`src/logic/riscv_pkg.sv`:
```
// ====================================================================
// RV32I ISA definitions: word and register index widths, major opcodes
// ====================================================================

package riscv_pkg;

  // Data word width
  localparam int XLEN = 32;

  // Register index width, 32 architectural registers
  localparam int REG_ADDR_W = 5;

  // Major opcode, instruction bits 6 to 2
  // Bits 1 to 0 are always 11 for 32-bit encodings
  typedef enum logic [4:0] {
    LOAD   = 5'b00_000,
    OP_IMM = 5'b00_100,
    AUIPC  = 5'b00_101,
    STORE  = 5'b01_000,
    AMO    = 5'b01_011,
    OP     = 5'b01_100,
    LUI    = 5'b01_101,
    BRANCH = 5'b11_000,
    JALR   = 5'b11_001,
    JAL    = 5'b11_011
  } opcode_e;

  // Other opcode values, such as MISC_MEM and SYSTEM, are
  // outside the supported subset and decode as illegal

endpackage
```
`src/logic/offnariscv_pkg.sv`:
```
// ====================================================================
// Front end pipeline payloads with ALU and branch unit command codes
// ====================================================================

package offnariscv_pkg;

  // ALU operations
  typedef enum logic [3:0] {
    ADD  = 4'd0,
    SUB  = 4'd1,
    SLL  = 4'd2,
    SLT  = 4'd3,
    SLTU = 4'd4,
    XOR  = 4'd5,
    SRL  = 4'd6,
    SRA  = 4'd7,
    OR   = 4'd8,
    AND  = 4'd9
  } alu_cmd_e;

  // Branch unit operations
  typedef enum logic [2:0] {
    BRU_BEQ  = 3'd0,
    BRU_BNE  = 3'd1,
    BRU_BLT  = 3'd2,
    BRU_BGE  = 3'd3,
    BRU_BLTU = 3'd4,
    BRU_BGEU = 3'd5,
    BRU_JAL  = 3'd6,
    BRU_JALR = 3'd7
  } bru_cmd_e;

  // Fetch to decode
  typedef struct packed {
    logic [riscv_pkg::XLEN-1:0] pc;
    logic [riscv_pkg::XLEN-1:0] inst;
  } ifid_tdata_t;

  // Decode to register read
  typedef struct packed {
    ifid_tdata_t                      if_data;
    logic [riscv_pkg::REG_ADDR_W-1:0] rs1;
    logic [riscv_pkg::REG_ADDR_W-1:0] rs2;
    logic [riscv_pkg::REG_ADDR_W-1:0] rd;
    logic [riscv_pkg::XLEN-1:0]       immediate;
    logic                             alu_cmd_vld;
    logic                             bru_cmd_vld;
    alu_cmd_e                         alu_cmd;
    bru_cmd_e                         bru_cmd;
    logic                             illegal;
  } idrf_tdata_t;

  // Register read to execute
  typedef struct packed {
    idrf_tdata_t                id_data;
    logic [riscv_pkg::XLEN-1:0] rs1_val;
    logic [riscv_pkg::XLEN-1:0] rs2_val;
  } rfex_tdata_t;

endpackage

```
`src/logic/frontend_decode.sv`:
```
// ====================================================================
// Front end decode top: decoder followed by register read stage
// ====================================================================
`timescale 1ns/1ns

module frontend_decode
  import riscv_pkg::*, offnariscv_pkg::*;
#(
  parameter int FIFO_DEPTH = 4
) (
  input  logic                  clk,
  input  logic                  arst_n,

  input  logic                  if_valid,
  output logic                  if_ready,
  input  ifid_tdata_t           if_data,

  input  logic                  wb_en,
  input  logic [REG_ADDR_W-1:0] wb_rd,
  input  logic [XLEN-1:0]       wb_data,

  output logic                  ex_valid,
  input  logic                  ex_ready,
  output rfex_tdata_t           ex_data,

  input  logic                  invalidate  // Flush pulse for both FIFOs
);

  logic        idrf_valid;
  logic        idrf_ready;
  idrf_tdata_t idrf_data;

  decoder #(
    .FIFO_DEPTH (FIFO_DEPTH)
  ) u_decoder (
    .clk        (clk),
    .arst_n     (arst_n),
    .if_valid   (if_valid),
    .if_ready   (if_ready),
    .if_data    (if_data),
    .idrf_valid (idrf_valid),
    .idrf_ready (idrf_ready),
    .idrf_data  (idrf_data),
    .invalidate (invalidate)
  );

  rf_read_stage #(
    .FIFO_DEPTH (FIFO_DEPTH)
  ) u_rf_read_stage (
    .clk        (clk),
    .arst_n     (arst_n),
    .idrf_valid (idrf_valid),
    .idrf_ready (idrf_ready),
    .idrf_data  (idrf_data),
    .wb_en      (wb_en),
    .wb_rd      (wb_rd),
    .wb_data    (wb_data),
    .ex_valid   (ex_valid),
    .ex_ready   (ex_ready),
    .ex_data    (ex_data),
    .invalidate (invalidate)
  );

endmodule

```
`src/logic/rf_read_stage.sv`:
```
// ====================================================================
// Register read: 32x32 register file, write-back bypass, output FIFO
// ====================================================================
`timescale 1ns/1ns

module rf_read_stage
  import riscv_pkg::*, offnariscv_pkg::*;
#(
  parameter int FIFO_DEPTH = 4
) (
  input  logic                  clk,
  input  logic                  arst_n,

  input  logic                  idrf_valid,
  output logic                  idrf_ready,
  input  idrf_tdata_t           idrf_data,

  input  logic                  wb_en,
  input  logic [REG_ADDR_W-1:0] wb_rd,
  input  logic [XLEN-1:0]       wb_data,

  output logic                  ex_valid,
  input  logic                  ex_ready,
  output rfex_tdata_t           ex_data,

  input  logic                  invalidate
);

  localparam int NUM_REGS = 2 ** REG_ADDR_W;

  logic [XLEN-1:0] regs [1:NUM_REGS-1]; // x0 has no storage
  logic [XLEN-1:0] rs1_val;
  logic [XLEN-1:0] rs2_val;
  rfex_tdata_t     rf_pkt;

  always_ff @(posedge clk or negedge arst_n) begin
    if (!arst_n) begin
      for (int i = 1; i < NUM_REGS; i++) begin
        regs[i] <= '0;
      end
    end else if (wb_en && wb_rd != '0) begin // Writes to x0 dropped
      regs[wb_rd] <= wb_data;
    end
  end

  // Read ports, a same-cycle write-back to the index wins
  assign rs1_val = (idrf_data.rs1 == '0) ? '0 :
                   (wb_en && wb_rd == idrf_data.rs1) ? wb_data : regs[idrf_data.rs1];
  assign rs2_val = (idrf_data.rs2 == '0) ? '0 :
                   (wb_en && wb_rd == idrf_data.rs2) ? wb_data : regs[idrf_data.rs2];

  always_comb begin
    rf_pkt         = '0;
    rf_pkt.id_data = idrf_data;
    rf_pkt.rs1_val = rs1_val;
    rf_pkt.rs2_val = rs2_val;
  end

  // Operands captured at the idrf transfer edge
  axis_sync_fifo #(
    .DEPTH  (FIFO_DEPTH),
    .T_DATA (rfex_tdata_t)
  ) u_rfex_fifo (
    .clk        (clk),
    .arst_n     (arst_n),
    .in_valid   (idrf_valid),
    .in_ready   (idrf_ready),
    .in_data    (rf_pkt),
    .out_valid  (ex_valid),
    .out_ready  (ex_ready),
    .out_data   (ex_data),
    .invalidate (invalidate)
  );

endmodule

```
`src/logic/decoder.sv`:
```
// ====================================================================
// RV32I decoder: fields, immediate and unit commands into a FIFO
// ====================================================================
`timescale 1ns/1ns

module decoder
  import riscv_pkg::*, offnariscv_pkg::*;
#(
  parameter int FIFO_DEPTH = 4
) (
  input  logic        clk,
  input  logic        arst_n,

  input  logic        if_valid,   // From fetch
  output logic        if_ready,
  input  ifid_tdata_t if_data,

  output logic        idrf_valid, // To register read
  input  logic        idrf_ready,
  output idrf_tdata_t idrf_data,

  input  logic        invalidate
);

  logic [XLEN-1:0] inst;
  opcode_e         opcode;
  logic [2:0]      funct3;
  logic            funct7_b5;
  logic            opcode_known;
  idrf_tdata_t     dec;

  assign inst      = if_data.inst;
  assign opcode    = opcode_e'(inst[6:2]);
  assign funct3    = inst[14:12];
  assign funct7_b5 = inst[30]; // SUB and SRA select

  assign opcode_known = opcode inside {LOAD, OP_IMM, AUIPC, STORE, AMO,
                                       OP, LUI, BRANCH, JALR, JAL};

  always_comb begin
    dec           = '0; // Fields a format lacks stay zero
    dec.if_data   = if_data;

    // Register indices and immediate per format
    case (opcode)
      OP, AMO: begin
        dec.rs1 = inst[19:15];
        dec.rs2 = inst[24:20];
        dec.rd  = inst[11:7];
      end
      LOAD, OP_IMM, JALR: begin
        dec.rs1       = inst[19:15];
        dec.rd        = inst[11:7];
        dec.immediate = {{20{inst[31]}}, inst[31:20]};
      end
      STORE: begin
        dec.rs1       = inst[19:15];
        dec.rs2       = inst[24:20];
        dec.immediate = {{20{inst[31]}}, inst[31:25], inst[11:7]};
      end
      BRANCH: begin
        dec.rs1       = inst[19:15];
        dec.rs2       = inst[24:20];
        dec.immediate = {{20{inst[31]}}, inst[7], inst[30:25], inst[11:8], 1'b0};
      end
      LUI, AUIPC: begin
        dec.rd        = inst[11:7];
        dec.immediate = {inst[31:12], 12'b0};
      end
      JAL: begin
        dec.rd        = inst[11:7];
        dec.immediate = {{12{inst[31]}}, inst[19:12], inst[20], inst[30:21], 1'b0};
      end
      default: ;
    endcase

    // ALU command
    dec.alu_cmd_vld = opcode inside {OP_IMM, AUIPC, OP, LUI};
    dec.alu_cmd     = ADD;
    if (opcode inside {OP_IMM, OP}) begin
      case (funct3)
        3'b000:  dec.alu_cmd = (opcode == OP && funct7_b5) ? SUB : ADD;
        3'b001:  dec.alu_cmd = SLL;
        3'b010:  dec.alu_cmd = SLT;
        3'b011:  dec.alu_cmd = SLTU;
        3'b100:  dec.alu_cmd = XOR;
        3'b101:  dec.alu_cmd = funct7_b5 ? SRA : SRL;
        3'b110:  dec.alu_cmd = OR;
        default: dec.alu_cmd = AND;
      endcase
    end

    // Branch unit command
    dec.bru_cmd_vld = opcode inside {BRANCH, JAL, JALR};
    dec.bru_cmd     = BRU_BEQ;
    case (opcode)
      BRANCH: begin
        case (funct3)
          3'b001:  dec.bru_cmd = BRU_BNE;
          3'b100:  dec.bru_cmd = BRU_BLT;
          3'b101:  dec.bru_cmd = BRU_BGE;
          3'b110:  dec.bru_cmd = BRU_BLTU;
          3'b111:  dec.bru_cmd = BRU_BGEU;
          default: dec.bru_cmd = BRU_BEQ; // 010 and 011 flagged below
        endcase
      end
      JAL:     dec.bru_cmd = BRU_JAL;
      JALR:    dec.bru_cmd = BRU_JALR;
      default: ;
    endcase

    dec.illegal = (inst[1:0] != 2'b11) || !opcode_known ||
                  (opcode == BRANCH && funct3 inside {3'b010, 3'b011});
  end

  axis_sync_fifo #(
    .DEPTH  (FIFO_DEPTH),
    .T_DATA (idrf_tdata_t)
  ) u_idrf_fifo (
    .clk        (clk),
    .arst_n     (arst_n),
    .in_valid   (if_valid),
    .in_ready   (if_ready),
    .in_data    (dec),
    .out_valid  (idrf_valid),
    .out_ready  (idrf_ready),
    .out_data   (idrf_data),
    .invalidate (invalidate)
  );

endmodule

```
`src/logic/axis_sync_fifo.sv`:
```
// ====================================================================
// Synchronous valid/ready FIFO, generic payload type, with flush
// ====================================================================
`timescale 1ns/1ns

module axis_sync_fifo #(
  parameter int  DEPTH  = 4,
  parameter type T_DATA = logic [31:0]
) (
  input  logic  clk,
  input  logic  arst_n,

  input  logic  in_valid,
  output logic  in_ready,
  input  T_DATA in_data,

  output logic  out_valid,
  input  logic  out_ready,
  output T_DATA out_data,

  input  logic  invalidate
);

  localparam int PTR_W = (DEPTH > 1) ? $clog2(DEPTH) : 1;
  localparam int CNT_W = $clog2(DEPTH + 1);

  T_DATA            mem [DEPTH];
  logic [PTR_W-1:0] wr_ptr;
  logic [PTR_W-1:0] rd_ptr;
  logic [CNT_W-1:0] count;
  logic             push;
  logic             pop;

  // Pointer increment with wrap, DEPTH need not be a power of two
  function automatic logic [PTR_W-1:0] ptr_next(input logic [PTR_W-1:0] ptr);
    return (ptr == PTR_W'(DEPTH - 1)) ? '0 : ptr + 1'b1;
  endfunction

  assign in_ready  = (count != CNT_W'(DEPTH)); // No pass-through when full
  assign out_valid = (count != '0);
  assign out_data  = mem[rd_ptr];

  assign push = in_valid && in_ready;
  assign pop  = out_valid && out_ready;

  always_ff @(posedge clk) begin
    if (push) begin
      mem[wr_ptr] <= in_data;
    end
  end

  always_ff @(posedge clk or negedge arst_n) begin
    if (!arst_n) begin
      wr_ptr <= '0;
      rd_ptr <= '0;
      count  <= '0;
    end else if (invalidate) begin // Flush wins over a push
      wr_ptr <= '0;
      rd_ptr <= '0;
      count  <= '0;
    end else begin
      if (push) begin
        wr_ptr <= ptr_next(wr_ptr);
      end
      if (pop) begin
        rd_ptr <= ptr_next(rd_ptr);
      end
      // Push and pop together leave the count alone
      case ({push, pop})
        2'b10:   count <= count + 1'b1;
        2'b01:   count <= count - 1'b1;
        default: count <= count;
      endcase
    end
  end

endmodule

```
`config.mk`:
```
export PLATFORM = sky130hd
export DESIGN_NAME = frontend_decode
export DESIGN_NICKNAME = d
export VERILOG_FILES = /design/src/logic/riscv_pkg.sv /design/src/logic/offnariscv_pkg.sv /design/src/logic/frontend_decode.sv /design/src/logic/rf_read_stage.sv /design/src/logic/decoder.sv /design/src/logic/axis_sync_fifo.sv
export SDC_FILE = /design/constraint.sdc
export NUM_CORES = 2
export LEC_CHECK = 0
export BUFFER_PORTS_ARGS = -buffer_cell sky130_fd_sc_hd__buf_2
export CAP_MARGIN = 20
export CELL_PAD_IN_SITES_DETAIL_PLACEMENT = 0
export CELL_PAD_IN_SITES_GLOBAL_PLACEMENT = 1
export CORE_ASPECT_RATIO = 1.5
export CORE_MARGIN = 4
export CORE_UTILIZATION = 43
export DETAILED_ROUTE_END_ITERATION = 6
export PLACE_DENSITY_LB_ADDON = 0.05
export SLEW_MARGIN = 10
export SYNTH_ARGS = -nofsm -noshare
export SYNTH_HDL_FRONTEND = slang
export SYNTH_SLANG_ARGS = --single-unit
export TNS_END_PERCENT = 30
```
`constraint.sdc`:
```
create_clock -name clk -period 14.53 [get_ports clk]
set_input_delay 0.7265 -clock clk [delete_from_list [all_inputs] [get_ports clk]]
set_output_delay 0.7265 -clock clk [all_outputs]
set_load 0.1 [all_outputs]
```
# ---- Yosys cells after proc, flatten, opt, wreduce, memory -nomap -nowiden
# Memories as Yosys holds them, arrays and structs flattened.
# Cells that the tools add are included.
dict set report totals {
  memories 2
  reg_bits 1006
  in_bits 107
  elab_cells 160
  out_inout_bits 187
  mem_bits_rw 1224
}
# name words width read_ports rd_ports_with_merged_regs wr line
set memory_table {}
lappend memory_table {u_rf_read_stage.u_rfex_fifo.mem 4 185 1 0 1 axis_sync_fifo.sv:27} ;# T_DATA mem [DEPTH];
lappend memory_table {u_decoder.u_idrf_fifo.mem 4 121 1 0 1 axis_sync_fifo.sv:27}
dict set report op_classes {
  eq_ne 29
  magnitude_cmp 4
  n_mux 43
  n_addsub 8
  n_reduce_logical 34
  bitwise 3
}
# cell count
set ops {}
lappend ops {{$bwmux 992} 1}
lappend ops {{$bmux 32 s5} 2}
lappend ops {{$mux 32} 9}
lappend ops {{$demux 32 s5} 1}
lappend ops {{$pmux 32 s5} 1}
lappend ops {{$pmux 4 s7} 1}
lappend ops {{$mux 2} 12}
lappend ops {{$eq 5x4->1 const B} 4}
lappend ops {{$ge 6x6->1 const B} 3}
lappend ops {{$not 5->6} 3}
lappend ops {{$eq 5x5->1 const B} 3}
lappend ops {{$logic_not 5->1} 3}
lappend ops {{$mux 5} 3}
lappend ops {{$pmux 3 s5} 1}
lappend ops {{$reduce_bool 3->1} 5}
lappend ops {{$eq 2x2->1 const B} 6}
lappend ops {{$eq 3x3->1 const B} 4}
lappend ops {{$pmux 3 s2} 2}
lappend ops {{$eq 5x3->1 const B} 2}
lappend ops {{$eq 5x5->1} 2}
lappend ops {{$reduce_bool 10->1} 1}
lappend ops {{$reduce_bool 2->1} 5}
lappend ops {{$logic_and 1x1->1} 9}
lappend ops {{$pmux 3 s3} 1}
lappend ops {{22 further kinds} 37}

# ---- Depth between registers and ports, before layout
# An unclocked memory read counts as a cell.
dict set report logic_depth {
  depth_word 7
  ltp_mapped 14
  depth_no_buf 9
}

# ---- Hierarchy
# A second synthesis with hierarchy kept.
dict set report unflattened {
  cells_unflattened 5688
  area_unflattened_um2 100390.0
}
# mod cells_per_inst n_inst seq_area_each_um2 area_per_inst_um2
set by_module_without_submodules {}
lappend by_module_without_submodules {rf_read_stage 3829 1 24823.8 54332.1}
lappend by_module_without_submodules {{axis_sync_fifo (u_rf_read_stage.u_rfex_fifo)} 1031 1 22396.5 27248.6}
lappend by_module_without_submodules {{axis_sync_fifo (u_decoder.u_idrf_fifo)} 697 1 14709.1 18009.8}
lappend by_module_without_submodules {decoder 131 1 0.0 799.5}

# ---- Worst setup path before layout
# Ideal clock, no wire load.
dict set report synth_path {
  path_type {register to register}
  from {register u_rf_read_stage.u_rfex_fifo.count[0]}
  to {memory u_rf_read_stage.u_rfex_fifo.mem[0][0] (netlist bit), enable pin}
  t_arrival_ps 5280
  period_less_slack_ps 5847
  setup_time_ps 568
  setup_slack_ps 8683
  required_ps 13962
  stages_incl_launch_ff 5
  path_buffers 1
  path_cell_list {dfrtp_1 -> nor2_1 -> a21oi_1 -> clkbuf_1 -> and2_1}
}
dict set report synth_via {
  elab_chain_len 4
}
# element line
set synth_rtl {}
lappend synth_rtl {{start: declaration} axis_sync_fifo.sv:30} ;# logic [CNT_W-1:0] count;
lappend synth_rtl {{start signal: assignment} axis_sync_fifo.sv:70} ;# 2'b10: count <= count + 1'b1;
lappend synth_rtl {{start signal: assignment} axis_sync_fifo.sv:71} ;# 2'b01: count <= count - 1'b1;
lappend synth_rtl {{start signal: assignment} axis_sync_fifo.sv:72} ;# default: count <= count;
lappend synth_rtl {{$ne 3x3->1} axis_sync_fifo.sv:39} ;# assign in_ready = (count != CNT_W'(DEPTH));
lappend synth_rtl {{$logic_and 1x1->1} axis_sync_fifo.sv:43} ;# assign push = in_valid && in_ready;
lappend synth_rtl {{$mux 1} axis_sync_fifo.sv:47} ;# if (push) begin
lappend synth_rtl {{$mux 1 (implied by the code)} axis_sync_fifo.sv:48} ;# mem[wr_ptr] <= in_data;
lappend synth_rtl {{end: declaration} axis_sync_fifo.sv:27}
# Every way passes these cells.

# ---- Final worst setup path
dict set report layout_path {
  from {register u_decoder.u_idrf_fifo.rd_ptr[0]}
  to {memory u_rf_read_stage.u_rfex_fifo.mem[1][53] (netlist bit), data pin}
}
dict set report layout_via {
  elab_chain_len 7
  elab_cells_between_ends 10
  cone_classes {eq/ne: 1; mux: 5; bitwise: 1; reduce/logical: 2; memory: 1}
}
# element line
set layout_rtl {}
lappend layout_rtl {{start: declaration} axis_sync_fifo.sv:29} ;# logic [PTR_W-1:0] rd_ptr;
lappend layout_rtl {{start signal: assignment} axis_sync_fifo.sv:66} ;# rd_ptr <= ptr_next(rd_ptr);
lappend layout_rtl {{$mem_v2 4x121 (*)} n/a}
lappend layout_rtl {{$not 5->6 (implied by the code)} rf_read_stage.sv:48} ;# (wb_en && wb_rd == idrf_data.rs1) ? wb_data : regs[idrf_data.rs1];
lappend layout_rtl {{$bmux 32 s5} rf_read_stage.sv:48}
lappend layout_rtl {{$mux 32 (implied by the code) (2 in a row)} rf_read_stage.sv:48}
lappend layout_rtl {{$mux 32} rf_read_stage.sv:48}
lappend layout_rtl {{$mux 32 (*)} rf_read_stage.sv:47} ;# assign rs1_val = (idrf_data.rs1 == '0) ? '0 :
lappend layout_rtl {{net u_rf_read_stage.rs1_val[21]} rf_read_stage.sv:32} ;# logic [XLEN-1:0] rs1_val;
# Mark *: on every way through the listed nets, which the timed path passes. The rest lies on a longest branch. The select of a mux whose other input is x is not followed.

==> reports/metrics.yaml <==
sta:
  fin_setup_tns_ns: 0
  timing.fmax_mhz: 167
  setup_viol: 0
  fin_crit_ns: 5.99
  max_slew_margin_pct: 23.4
  worstMarginPinSlew_ns: 1.15
  timing.hold.ws_ns: 0.0701
  skew_ns: 0.0515
  fin_crit_sh_pct: 41.2
  setup_ws_ns: 8.54
  maxSlewViolCount: 0
  finalHoldViolations: 0
  rsz0062_at_grt: "false"
place:
  place_congestion: 0.779
  place_ws_ns: 8.44
  place_hpwl_mm: 182
  port_buffers: 293
logic_synthesis:
  synth.cell_area_mm2: 0.102
  synth-main-ff-cell: "edfxtp_1"
  synthCells: 6722
  synth_top_cell_area_share_pct: 36.1
  ys_ff_latch: 2230
  synth_seq_area_share_pct: 60.8
  synth_adder_area_share_pct: 0.150
  synth_top_family_by_area: "multiplexers"
  yosysWarnings: 0
  synthTopCellsByArea: "edfxtp_1, dfrtp_1, mux2_2"
  syn_avg_cell_area_um2: 15.1
  synth_compound_area_share_pct: 4.11
  yosysUniqueCellTypes: 68
  async_reset_ff_share_pct: 45.1
  syn_nets: 6840
  synth_top_area_cell: "edfxtp_1"
  synthSimpleGateAreaFrac_pct: 4.24
  synth_edf_count: 1224
  synthMuxAreaShare_pct: 28.0
  synth-xor-area-share_pct: 0.155
  synth_most_common_cell: "edfxtp_1"
  synthTopCellsByCount: "edfxtp_1, mux2_2, dfrtp_1, mux2i_1, nand2_1"
power:
  p_total_uw: 27100
  p_per_area_mw_per_mm2: 239
  ir_drop_mv: 0.240
  p_leak_uw: 0.0448
route:
  detail_route.iter0.violations: 3655
  post_drt_via_cell_ratio: 5.93
  ant_nets: 0
  drt_first_pass_iters: 7
  drc: 0
  routedWlPerCell_um: 31.1
  routed_wl_mm: 313
  vias: 59700
run_status:
  outcome: "complete, no violations"
global_routing:
  grt_max_degree: 157
  overflow: 0
  grt_pass1_wl_mm: 454
  grt_antenna_before_repair: 16
  grt_usage_pct: 25.4
  grt_pass1_vias: 63500
clocking:
  htreeDepth: 4
  clock_sinks: 2230
  ctsRootBufferMaster: "clkbuf_16"
  clk_latency_ns: 0.88
  numCtsBuffers: 222
  cts_tree: "done"
  clockBufferDepth: 4
  cts.clk_slew.worst_paths_ns: 0.06
  post_cts_buffers: 0
floorplanning:
  die_y_um: 604
  ios: 294
  core_mm2: 0.235
  die_area_mm2: 0.245
  chipWidth_um: 405
  start_util_pct: 43.2
  rows: 218
layout:
  area_growth_syn_to_layout_pct: 11.4
  utilization_pct: 48.2
  nNetsFinal: 6937
  fillCellCount: 20400
  drive_above_1_share_pct: 31.7
critical_path:
  cp-start-kind: "flip-flop"
  crit_required_ns: 15.14
  arrival_ns: 6.60
  cp_max_fo: 73
  end_kind: "flip-flop"
  worstSetupPathType: "flip-flop to flip-flop"
job:
  maxCapViolCount: 0
hold_path:
  min_path_type: "input port to flip-flop"
metrics by stage:
| step | instances | area, µm² |
|---|---|---|
| floorplan | 6722 | 102000 |
| global placement | 9659 | 106000 |
| detailed placement | 9659 | 106000 |
| CTS | 10100 | 113000 |
| global route | 10100 | 113000 |
| finish | 10100 | 113000 |
state kept, by name (all words and copies together) (netlist names):
| signal | flops |
|---|---|
| u_decoder.u_idrf_fifo.count | 3 |
| u_decoder.u_idrf_fifo.rd_ptr | 2 |
| u_rf_read_stage.u_rfex_fifo.rd_ptr | 2 |
| u_rf_read_stage.regs | 992 |
| u_rf_read_stage.u_rfex_fifo.mem | 740 |
| u_rf_read_stage.u_rfex_fifo.wr_ptr | 2 |
| u_rf_read_stage.u_rfex_fifo.count | 3 |
| u_decoder.u_idrf_fifo.mem | 484 |
| u_decoder.u_idrf_fifo.wr_ptr | 2 |
worst max-delay path, cell delays in order (launching register included):
cell and delay (ns):
dfrtp_4 0.81, buf_4 0.86, mux2i_1 0.21, mux2_8 0.56
inv_8 0.61, buf_4 0.69, buf_4 0.51, mux2_2 0.24
a221oi_1 0.06, a221o_1 0.31, a2111oi_2 0.35, a22o_1 0.38
routing by layer:
layer	share of wire, %	wire (µm)	GRT usage [%]	vias up
li1	-	-	-	25800
met1	41	129000	32.6	32000
met2	50	158000	44.0	1407
met3	5.6	17700	4.92	483
met4	2.8	8790	6.68	16
met5	0.032	101	0	-
kinds of logic after synthesis:
logic type | Yosys count
fa+ha+maj | 11
xor+xnor | 18
buf+inv | 588
mux | 2325
flops | 2230
compound gates | 539
simple gates | 1011
cell type report:
cell class,count,area (µm²),share of cell area (%)
Antenna cell,5,12.5,0.0110
Tap cell,3080,3850,3.40
Inverter,18,90.1,0.0794
Timing Repair Buffer,443,2690,2.37
Sequential cell,2230,61900,54.6
Multi-Input combinational cell,3904,37700,33.2
Clock buffer,292,6110,5.39
Clock inverter,101,1030,0.912
cell usage in the layout (no fill, tap or decap), types with 10 or more instances in the layout:
cell / n
a221o_1: 30
nor3_1: 97
edfxtp_1: 1224
clkbuf_16: 222
dlygate4sd3_1: 16
a221oi_1: 61
a31oi_1: 34
a32o_1: 62
clkinv_2: 44
a32oi_1: 34
dfrtp_1: 1002
xnor2_1: 15
inv_1: 14
mux2_2: 1047
clkinv_1: 24
mux2i_1: 950
a21o_1: 10
o21ai_0: 102
nor2b_1: 25
mux4_2: 310
a22o_1: 35
nand2_1: 420
nor2_4: 16
nand3_1: 69
bufinv_16: 19
a2111oi_2: 29
clkbuf_8: 29
a21oi_1: 78
nand4_1: 32
clkbuf_1: 41
a22oi_1: 32
buf_4: 130
mux2_1: 14
buf_2: 292
nor2_1: 278
final timing paths:
path                                                  from                                endpoint  slack [ns]  cells past startpoint
min in group asynchronous                           arst_n               u_rf_read_stage.regs[228]        0.53                      2
setup reg to reg           u_decoder.u_idrf_fifo.rd_ptr[0]  u_rf_read_stage.u_rfex_fifo.mem[1][53]        8.54                     11
max in group asynchronous                           arst_n               u_rf_read_stage.regs[349]       10.70                      5
hold / removal                                 if_data[54]       u_decoder.u_idrf_fifo.mem[0][111]        0.07                      1
hold reg to reg                  u_rf_read_stage.regs[629]               u_rf_read_stage.regs[629]        0.52                      1
setup / recovery           u_decoder.u_idrf_fifo.rd_ptr[0]  u_rf_read_stage.u_rfex_fifo.mem[1][53]        8.54                     11
report_power, final:
part           leakage (µW)  switching (µW)  total, µW  internal [µW]
logic                0.0171            8620      12100           3520
registers            0.0242             637       9170           8540
clock network       0.00353            2470       5760           3280
what timing repair did:
action                     4_1_cts  5_1_grt
hold buffers                    16        0
hold endpoints to repair       112        0
resized for setup                0        0
setup endpoints to repair        0        0
Power figures use the tool's default switching activity.
